`src/mips_defs.svh`:
```
`ifndef MIPS_DEFS_SVH
`define MIPS_DEFS_SVH

// major opcodes in instr[31:26]
`define OP_RTYPE   6'b000000
`define OP_REGIMM  6'b000001
`define OP_J       6'b000010
`define OP_JAL     6'b000011
`define OP_BEQ     6'b000100
`define OP_BNE     6'b000101
`define OP_BLEZ    6'b000110
`define OP_BGTZ    6'b000111
`define OP_ADDI    6'b001000
`define OP_ADDIU   6'b001001
`define OP_SLTI    6'b001010
`define OP_SLTIU   6'b001011
`define OP_ANDI    6'b001100
`define OP_ORI     6'b001101
`define OP_XORI    6'b001110
`define OP_LUI     6'b001111
`define OP_COP0    6'b010000
`define OP_LB      6'b100000
`define OP_LH      6'b100001
`define OP_LW      6'b100011
`define OP_LBU     6'b100100
`define OP_LHU     6'b100101
`define OP_SB      6'b101000
`define OP_SH      6'b101001
`define OP_SW      6'b101011

// funct field in instr[5:0]
`define FN_SLL     6'b000000
`define FN_SRL     6'b000010
`define FN_SRA     6'b000011
`define FN_SLLV    6'b000100
`define FN_SRLV    6'b000110
`define FN_SRAV    6'b000111
`define FN_JR      6'b001000
`define FN_JALR    6'b001001
`define FN_SYSCALL 6'b001100
`define FN_BREAK   6'b001101
`define FN_ERET    6'b011000
`define FN_ADD     6'b100000
`define FN_ADDU    6'b100001
`define FN_SUB     6'b100010
`define FN_SUBU    6'b100011
`define FN_AND     6'b100100
`define FN_OR      6'b100101
`define FN_XOR     6'b100110
`define FN_NOR     6'b100111
`define FN_SLT     6'b101010
`define FN_SLTU    6'b101011

// REGIMM branches select on rt
`define RT_BLTZ    5'b00000
`define RT_BGEZ    5'b00001
`define RT_BLTZAL  5'b10000
`define RT_BGEZAL  5'b10001

// COP0 selects on rs
`define RS_MFC0    5'b00000
`define RS_MTC0    5'b00100
`define RS_CO      5'b10000

`define LINK_REG   5'd31

`endif
```
`src/mipsDecode_pkg.sv`:
```
package mipsDecode_pkg;

	typedef logic [4:0] regIdxT;

	typedef enum logic [3:0] {
		aluRtype,
		aluAddi,
		aluAddiu,
		aluSlti,
		aluSltiu,
		aluAndi,
		aluOri,
		aluXori,
		aluLui,
		aluMem,
		aluMtc0,
		aluMfc0,
		aluNone
	} aluOpT;

	// write register source
	typedef enum logic [1:0] {
		dstRd,
		dstRt,
		dstRa
	} regDstT;

	typedef enum logic [2:0] {
		brNone,
		brEq,
		brNe,
		brLez,
		brGtz,
		brLtz,
		brGez
	} branchCondT;

	typedef struct packed {
		aluOpT      aluOp;
		logic [5:0] funct;
		regIdxT     writeReg;
		regDstT     regDst;
		logic       regWrite;
		logic       isImm;
		logic       signExt;
		logic       memRead;
		logic       memWrite;
		logic       memToReg;
		branchCondT branchCond;
		logic       reserved;
	} ctrlFieldsT;

	typedef struct packed {
		logic syscall;
		logic brk;
		logic eret;
		logic cp0Write;
		logic cp0ToReg;
	} sysFieldsT;

	typedef struct packed {
		logic       valid;
		ctrlFieldsT ctrl;
		sysFieldsT  sys;
	} decodedInstrT;

endpackage

```
`src/mipsDecode.sv`:
```
`timescale 1ns/1ps

module mipsDecode (
	input  logic                         clk,
	input  logic                         rstN,
	input  logic [31:0]                  instr,
	input  logic                         instrValid,
	input  logic                         stall,
	input  logic                         flush,
	output mipsDecode_pkg::decodedInstrT decoded
);

	mipsDecode_pkg::ctrlFieldsT ctrlFields;
	mipsDecode_pkg::sysFieldsT  sysFields;

	ctrlDecoder ctrl_i (
		.instr (instr),
		.ctrl  (ctrlFields)
	);

	sysDecoder sys_i (
		.instr (instr),
		.sys   (sysFields)
	);

	// both decoders feed the D/E register
	decodeStage stage_i (
		.clk        (clk),
		.rstN       (rstN),
		.instrValid (instrValid),
		.stall      (stall),
		.flush      (flush),
		.ctrl       (ctrlFields),
		.sys        (sysFields),
		.decoded    (decoded)
	);

endmodule

```
`src/decodeStage.sv`:
```
`timescale 1ns/1ps

module decodeStage (
	input  logic                          clk,
	input  logic                          rstN,
	input  logic                          instrValid,
	input  logic                          stall,
	input  logic                          flush,
	input  mipsDecode_pkg::ctrlFieldsT    ctrl,
	input  mipsDecode_pkg::sysFieldsT     sys,
	output mipsDecode_pkg::decodedInstrT  decoded
);

	mipsDecode_pkg::decodedInstrT merged;

	always_comb begin
		merged.valid = instrValid;
		merged.ctrl = ctrl;
		merged.sys = sys;
		// reserved instr must not touch regfile or memory
		if (ctrl.reserved) begin
			merged.ctrl.regWrite = 1'b0;
			merged.ctrl.memRead = 1'b0;
			merged.ctrl.memWrite = 1'b0;
			merged.ctrl.memToReg = 1'b0;
		end
	end

	// decode/execute register where flush beats stall
	always_ff @(posedge clk) begin
		if (!rstN || flush) begin
			decoded <= '0;
		end else if (!stall) begin
			decoded <= merged;
		end
	end

endmodule

```
`src/sysDecoder.sv`:
```
`timescale 1ns/1ps
`include "mips_defs.svh"

module sysDecoder (
	input  logic [31:0]               instr,
	output mipsDecode_pkg::sysFieldsT sys
);

	logic [5:0] op;
	logic [4:0] rs;
	logic [5:0] fn;

	assign op = instr[31:26];
	assign rs = instr[25:21];
	assign fn = instr[5:0];

	always_comb begin
		sys = '0;
		case (op)
			`OP_RTYPE: begin
				case (fn)
					`FN_SYSCALL: sys.syscall = 1'b1;
					`FN_BREAK:   sys.brk = 1'b1;
					default: begin
					end
				endcase
			end
			`OP_COP0: begin
				case (rs)
					`RS_MFC0: sys.cp0ToReg = 1'b1;
					`RS_MTC0: sys.cp0Write = 1'b1;
					`RS_CO: begin
						// return from exception
						sys.eret = (fn == `FN_ERET);
					end
					default: begin
					end
				endcase
			end
			default: begin
			end
		endcase
	end

endmodule

```
`src/ctrlDecoder.sv`:
```
`timescale 1ns/1ps
`include "mips_defs.svh"

module ctrlDecoder (
	input  logic [31:0]                instr,
	output mipsDecode_pkg::ctrlFieldsT ctrl
);

	logic [5:0] op;
	logic [5:0] fn;
	logic [4:0] rs;
	logic [4:0] rt;
	logic [4:0] rd;

	assign op = instr[31:26];
	assign rs = instr[25:21];
	assign rt = instr[20:16];
	assign rd = instr[15:11];
	assign fn = instr[5:0];

	always_comb begin
		ctrl = '0;
		ctrl.aluOp = mipsDecode_pkg::aluNone;
		ctrl.funct = fn;
		ctrl.writeReg = rd;
		ctrl.regDst = mipsDecode_pkg::dstRd;
		ctrl.branchCond = mipsDecode_pkg::brNone;

		case (op)
			`OP_RTYPE: begin
				case (fn)
					`FN_ADD, `FN_ADDU, `FN_SUB, `FN_SUBU, `FN_SLT, `FN_SLTU,
					`FN_AND, `FN_OR, `FN_XOR, `FN_NOR,
					`FN_SLL, `FN_SRL, `FN_SRA, `FN_SLLV, `FN_SRLV, `FN_SRAV: begin
						ctrl.aluOp = mipsDecode_pkg::aluRtype;
						ctrl.regWrite = 1'b1;
					end
					// no register result
					`FN_JR, `FN_SYSCALL, `FN_BREAK: begin
						ctrl.aluOp = mipsDecode_pkg::aluRtype;
					end
					`FN_JALR: begin
						ctrl.regDst = mipsDecode_pkg::dstRa;
						ctrl.writeReg = `LINK_REG;
						ctrl.regWrite = 1'b1;
					end
					default: ctrl.reserved = 1'b1;
				endcase
			end
			`OP_ADDI, `OP_ADDIU, `OP_SLTI, `OP_SLTIU,
			`OP_ANDI, `OP_ORI, `OP_XORI, `OP_LUI: begin
				case (op)
					`OP_ADDI:  ctrl.aluOp = mipsDecode_pkg::aluAddi;
					`OP_ADDIU: ctrl.aluOp = mipsDecode_pkg::aluAddiu;
					`OP_SLTI:  ctrl.aluOp = mipsDecode_pkg::aluSlti;
					`OP_SLTIU: ctrl.aluOp = mipsDecode_pkg::aluSltiu;
					`OP_ANDI:  ctrl.aluOp = mipsDecode_pkg::aluAndi;
					`OP_ORI:   ctrl.aluOp = mipsDecode_pkg::aluOri;
					`OP_XORI:  ctrl.aluOp = mipsDecode_pkg::aluXori;
					default:   ctrl.aluOp = mipsDecode_pkg::aluLui;
				endcase
				ctrl.regDst = mipsDecode_pkg::dstRt;
				ctrl.writeReg = rt;
				ctrl.isImm = 1'b1;
				ctrl.regWrite = 1'b1;
			end
			`OP_LB, `OP_LBU, `OP_LH, `OP_LHU, `OP_LW: begin
				ctrl.aluOp = mipsDecode_pkg::aluMem;
				ctrl.regDst = mipsDecode_pkg::dstRt;
				ctrl.writeReg = rt;
				ctrl.isImm = 1'b1;
				ctrl.regWrite = 1'b1;
				ctrl.memRead = 1'b1;
				ctrl.memToReg = 1'b1;
			end
			`OP_SB, `OP_SH, `OP_SW: begin
				ctrl.aluOp = mipsDecode_pkg::aluMem;
				ctrl.isImm = 1'b1;
				ctrl.memWrite = 1'b1;
			end
			`OP_BEQ:  ctrl.branchCond = mipsDecode_pkg::brEq;
			`OP_BNE:  ctrl.branchCond = mipsDecode_pkg::brNe;
			`OP_BLEZ: ctrl.branchCond = mipsDecode_pkg::brLez;
			`OP_BGTZ: ctrl.branchCond = mipsDecode_pkg::brGtz;
			`OP_REGIMM: begin
				case (rt)
					`RT_BLTZ, `RT_BLTZAL: ctrl.branchCond = mipsDecode_pkg::brLtz;
					`RT_BGEZ, `RT_BGEZAL: ctrl.branchCond = mipsDecode_pkg::brGez;
					default: ctrl.reserved = 1'b1;
				endcase
				// the AL forms also link through ra
				if (rt == `RT_BLTZAL || rt == `RT_BGEZAL) begin
					ctrl.regDst = mipsDecode_pkg::dstRa;
					ctrl.writeReg = `LINK_REG;
					ctrl.regWrite = 1'b1;
				end
			end
			`OP_J: begin
			end
			`OP_JAL: begin
				ctrl.regDst = mipsDecode_pkg::dstRa;
				ctrl.writeReg = `LINK_REG;
				ctrl.regWrite = 1'b1;
			end
			`OP_COP0: begin
				case (rs)
					`RS_MFC0: begin
						ctrl.aluOp = mipsDecode_pkg::aluMfc0;
						ctrl.regDst = mipsDecode_pkg::dstRt;
						ctrl.writeReg = rt;
						ctrl.regWrite = 1'b1;
					end
					`RS_MTC0: ctrl.aluOp = mipsDecode_pkg::aluMtc0;
					// only eret survives in the CO group
					`RS_CO: ctrl.reserved = (fn != `FN_ERET);
					default: ctrl.reserved = 1'b1;
				endcase
			end
			default: ctrl.reserved = 1'b1;
		endcase

		// zero extend for the logical immediates
		ctrl.signExt = !(op == `OP_ANDI || op == `OP_ORI || op == `OP_XORI || op == `OP_LUI);
	end

endmodule

```
`config.mk`:
```
export PLATFORM = sky130hd
export DESIGN_NAME = mipsDecode
export DESIGN_NICKNAME = d
export VERILOG_FILES = /design/src/mipsDecode_pkg.sv /design/src/mipsDecode.sv /design/src/decodeStage.sv /design/src/sysDecoder.sv /design/src/ctrlDecoder.sv
export VERILOG_INCLUDE_DIRS = /design/src
export SDC_FILE = /design/constraint.sdc
export NUM_CORES = 1
export LEC_CHECK = 0
export BUFFER_PORTS_ARGS = -buffer_cell sky130_fd_sc_hd__clkbuf_2
export CAP_MARGIN = 15
export CORE_MARGIN = 2
export CORE_UTILIZATION = 52
export DETAILED_ROUTE_END_ITERATION = 12
export PLACE_DENSITY = 0.82
export SYNTH_ARGS = -nofsm -noshare
export SYNTH_HDL_FRONTEND = slang
export SYNTH_SLANG_ARGS = --single-unit
```
`constraint.sdc`:
```
create_clock -name clk -period 4.1 [get_ports clk]
set_input_delay 0.615 -clock clk [delete_from_list [all_inputs] [get_ports clk]]
set_output_delay 0.615 -clock clk [all_outputs]
set_load 0.02 [all_outputs]
```
Word-level counts from Yosys, hierarchy flattened
Cells that the tools add are included.

Reductions and logical operators: 25. Equality and inequality tests: 50. Multiplexer cells: 27.

Operators by type and width (count): equality test 6 bit (second input constant) (18); equality test 6 x 4 -> 1 bit (second input constant) (12); equality test 6 x 3 -> 1 bit (second input constant) (7); one-hot mux 8 bit (5 select lines) (1); one-hot mux 4 bit (7 select lines) (1); equality test 6 x 2 -> 1 bit (second input constant) (4); OR reduction 22 bit (1); OR reduction 20 bit (1); OR reduction 19 bit (1); OR reduction 17 bit (1); two-way mux 8 bit (2); one-hot mux 4 bit (4 select lines) (1); OR reduction 16 bit (1); OR reduction 8 bit (2); equality test 5 bit (second input constant) (3); one-hot mux 3 bit (5 select lines) (1); OR reduction 13 bit (1); equality test 6 x 5 -> 1 bit (second input constant) (2); zero test 6 bit (2); two-way mux 1 bit (12); one-hot mux 3 bit (2 select lines) (2); zero test 5 bit (2); two-way mux 7 bit (1); equality test 6 x 1 -> 1 bit (second input constant) (1); other kinds (14) (22).

Flip-flop bits (word level): 33. Word-level logic and storage cells: 120. Output and inout bits: 33. Bits of input ports: 37.

Logic depth before layout (Yosys ltp)
Word-level depth: 5. Depth in mapped cells: 7.

Modules after synthesis
Synthesis repeated with hierarchy kept, for this count alone.

Cell total of the unflattened synthesis: 234. Area, all modules: 1959.4 sq um.

By module, submodules not included: decodeStage (cells each 112, times used 1, area each 1187.4 sq um); ctrlDecoder (cells each 107, times used 1, area each 650.6 sq um); sysDecoder (cells each 15, times used 1, area each 121.4 sq um).

Least setup slack after synthesis
Ideal clock, no wire load.

Path type: in2reg. From: input instr[5]. To: register stage_i.decoded[14] (netlist name). Setup time: 0.067 ns. Buffers on the path: 0. Path slack: 1.848 ns. Cell stages on the path: 6. Arrival: 2.185 ns. Cells stage by stage: or4b_1 or4b_4 a21boi_2 o221a_4 nand3_4 o21ai_2.

Word-level cells in the longest chain between the ends: 5. Elaborated cells between the ends (all ways): 29. Classes of those cells: eq/ne: 20; mux: 6; reduce/logical: 3.

RTL lines: from (decl) (line mipsDecode.sv:6) `input logic [31:0] instr,`; equality test 6 bit (tied with other cells) (line ctrlDecoder.sv:31) `case (fn)`; OR reduction 17 bit (no line) / OR reduction 20 bit (equally long branches); two-way mux 1 bit (line ctrlDecoder.sv:31); one-hot mux 8 bit (5 select lines) / one-hot mux 1 bit (4 select lines) (equally long branches) (line ctrlDecoder.sv:29) `case (op)`; two-way mux 1 bit (*) (line decodeStage.sv:21) `if (ctrl.reserved) begin`.

Mark *: on every way between the ends. The rest lies on a longest branch, timed or not. A chain may end at the register's enable or synchronous reset.

Worst setup path after layout
From: input instr[26]. To: register stage_i.decoded[19] (netlist name).

Word-level cells in the longest chain between the ends: 3. Elaborated cells between the ends (all ways): 19. Classes of those cells: eq/ne: 16; mux: 1; reduce/logical: 2.

RTL lines (line): equality test 6 x 4 -> 1 bit / equality test 6 bit (equally long branches) (ctrlDecoder.sv:29); OR reduction 13 bit (no line); one-hot mux 8 bit (5 select lines) (*) (ctrlDecoder.sv:29).

Marked as above.

==> results.ini <==
[status]
status=completed

[timing]
setup_violations=0
period_share_pct=55.8
final.min_clock_period_ns=2.29
rsz0062_at_grt=no
fmax_ghz=0.437
slew_viol_final=0
setup_tns_ns=0
worst_pin_slew_ns=0.728
slew_headroom_pct=51.5
finalHoldViolations=0
worst_clock_skew_ns=0
holdWs_ns=0.479

[synth]
synth_top_area_share_pct=36.1
async_reset_ff_share_pct=0
synth.most_common_cell=dfxtp_1
yosys-top-cells-area=dfxtp_1 36%, mux2i_1 6.8%, nor2_1 6.6%
synth_nets=260
synthCells=223
yosys-top-cells-count=32 x dfxtp_1, 31 x nor2_1, 18 x a21oi_1, 18 x o21ai_0, 13 x nand2_1
synth-edff-count=0
synth.avg_cell_area_um2=7.95
yosys_warnings=0
ys_ff_latch=32
ys.flop_type=dfxtp_1
synthDistinctLibCells=46
synth_area_um2=1770
seq_area_frac_synth_pct=36.1
synth_area_leader_cell=dfxtp_1

[cells_and_area]
area_growth_pct=21.6
fin_util_pct=65.1
diodes=0
top_regs=stage_i.decoded: 32 flops
fin_nets=318
top_register=stage_i.decoded
drive_above_1_share_pct=29.4
largest_register_ffs=32
nFillCells=320

[job]
max_cap_violations=0

[route]
avgViaCountPerCell=5.66
first_pass_iters=4
wl_per_cell_um=14.0
drtIter0Drc=84
ant_nets=0
drc=0
routed_wl_mm=4.60
met3_length_um=368
met1_length_mm=2.07
highest_layer=met4
vias=1855
wl_met2_mm=2.09

[clock_network]
post_cts_buffers=0
clk_latency_ns=0.33
h-tree-depth=2
numCtsBuffers=5
postCtsHoldBufs=0
clkSlewWorstSetupHoldPaths_ns=0.10
clk_path_buf_depth=2
clock_sinks=32
clockRootBuffer=clkbuf_4
postCtsResizedCells=0
tritoncts=done

[floorplan]
core_um2=3310
die_y_um=62.4
io_pins=70
start_util_pct=53.6
chipWidth_um=62.4
core.rowCount=21
die_area_um2=3890

[worst_setup_path]
cp_cell_sequence=clkbuf_2, nor4_2, nand3b_1, nor3_1, nor2_1, mux2i_1, a21oi_1
required_ns=4.37
cp-start-kind=input port
slowest_stage=nor4_2
crit_type=in -> reg
critPathBufInv=1
critPathCaptureType=flip-flop
crit_path_max_fanout=12
crit_family=simple AND/OR/NAND/NOR gates
cp.arrival_ns=2.55
cp_slowest_stage_delay_ns=0.49

[pwr]
pwr_density_cell_nw_per_um2=316
total_leakage_power_nw=0.935
worst_ir_drop_vdd_uv=210

[grt]
grt_pass1_vias=1750
grt_first_pass_wirelength_mm=7.75
antenna_found_initial=0
grt_max_degree=33
overflow=0
grt_use_total_pct=24.5

[placed_design]
routabilityCongestion=0.966
io_buffer_count=64
hpwl_mm=3.43

[min_path]
hold_class=reg -> reg

## worst paths after layout
path                         endpoint          startpoint  cells after the start  slack, ns
hold / removal     stage_i.decoded[1]  stage_i.decoded[1]                      2       0.48
hold reg to reg    stage_i.decoded[1]  stage_i.decoded[1]                      2       0.48
setup reg to reg   stage_i.decoded[7]  stage_i.decoded[7]                      2       3.35
setup / recovery  stage_i.decoded[19]           instr[26]                      7       1.81
## routing by layer
metal	global-route usage (%)	up-vias
li1	-	919
met1	31.4	846
met2	40.1	80
met3	6.67	10
met4	8.33	0
met5	0	-
## cell type report
cell class              count  area (um2)  area share (%)
well taps                  46        57.6            2.67
inverters                   7        26.3            1.22
multi-input cells         170        1030            47.6
flip-flops and latches     32         641            29.7
clock inverters             2        35.0            1.63
clock buffers               6        41.3            1.92
repair buffers             65         328            15.2
## tightest hold or removal path, delay by kind of cell, from the launching register on
family | cells | cell delay (ns)
AOI/OAI and AO/OA | 1 | 0.05
DFF | 1 | 0.32
and+or+nand+nor | 1 | 0.06
## per-stage QoR
stage | cells | setup slack, ns | total power, mW | area, um2
6_report | 328 | 1.81 | 0.682 | 2160
5_1_grt | 328 | 1.57 | 0.712 | 2160
4_1_cts | 327 | 1.80 | 0.683 | 2150
3_5_place_dp | 319 | 1.47 | 0.448 | 2070
3_3_place_gp | 319 | 1.50 | 0.446 | 2070
2_1_floorplan | 223 | 1.85 | 0.408 | 1770
## power by group
group          internal [mW]  total [mW]  switching (mW)
Sequential             0.320       0.324         0.00463
Combinational         0.0440       0.118          0.0742
Clock                  0.128       0.239           0.111
## cells by family (layout without fill, tap and decap cells)
kind of cell,after synthesis,count (layout),share of synthesized area (%)
buffers and inverters,21,80,5.93
AO/OA/AOI/OAI,64,64,23.3
flip-flops,32,32,36.1
AND/OR/NAND/NOR,92,92,26.9
XOR/XNOR,2,2,0.988
multiplexers,12,12,6.78
## placed cells by master (no fill, tap or decap), types with 2 or more instances in the layout
cell type | synthesis | layout
clkbuf_2 | 0 | 64
dfxtp_1 | 32 | 32
nor2_1 | 31 | 31
a21oi_1 | 18 | 18
o21ai_0 | 18 | 18
nand2_1 | 13 | 13
mux2i_1 | 12 | 12
nor3_1 | 10 | 10
nand3_1 | 9 | 9
inv_1 | 7 | 7
nor2b_1 | 5 | 5
a31oi_1 | 5 | 5
o211ai_1 | 5 | 5
clkbuf_4 | 1 | 5
nand2b_1 | 3 | 3
nand4_1 | 3 | 3
or3_1 | 3 | 3
nor4_1 | 2 | 2
or2_2 | 2 | 2
nand3b_1 | 2 | 2
o21a_1 | 2 | 2
and2_1 | 2 | 2
a22oi_1 | 2 | 2
a211oi_1 | 2 | 2
a32oi_1 | 2 | 2
o21ai_2 | 2 | 2
(Power assumes the default switching activity.)
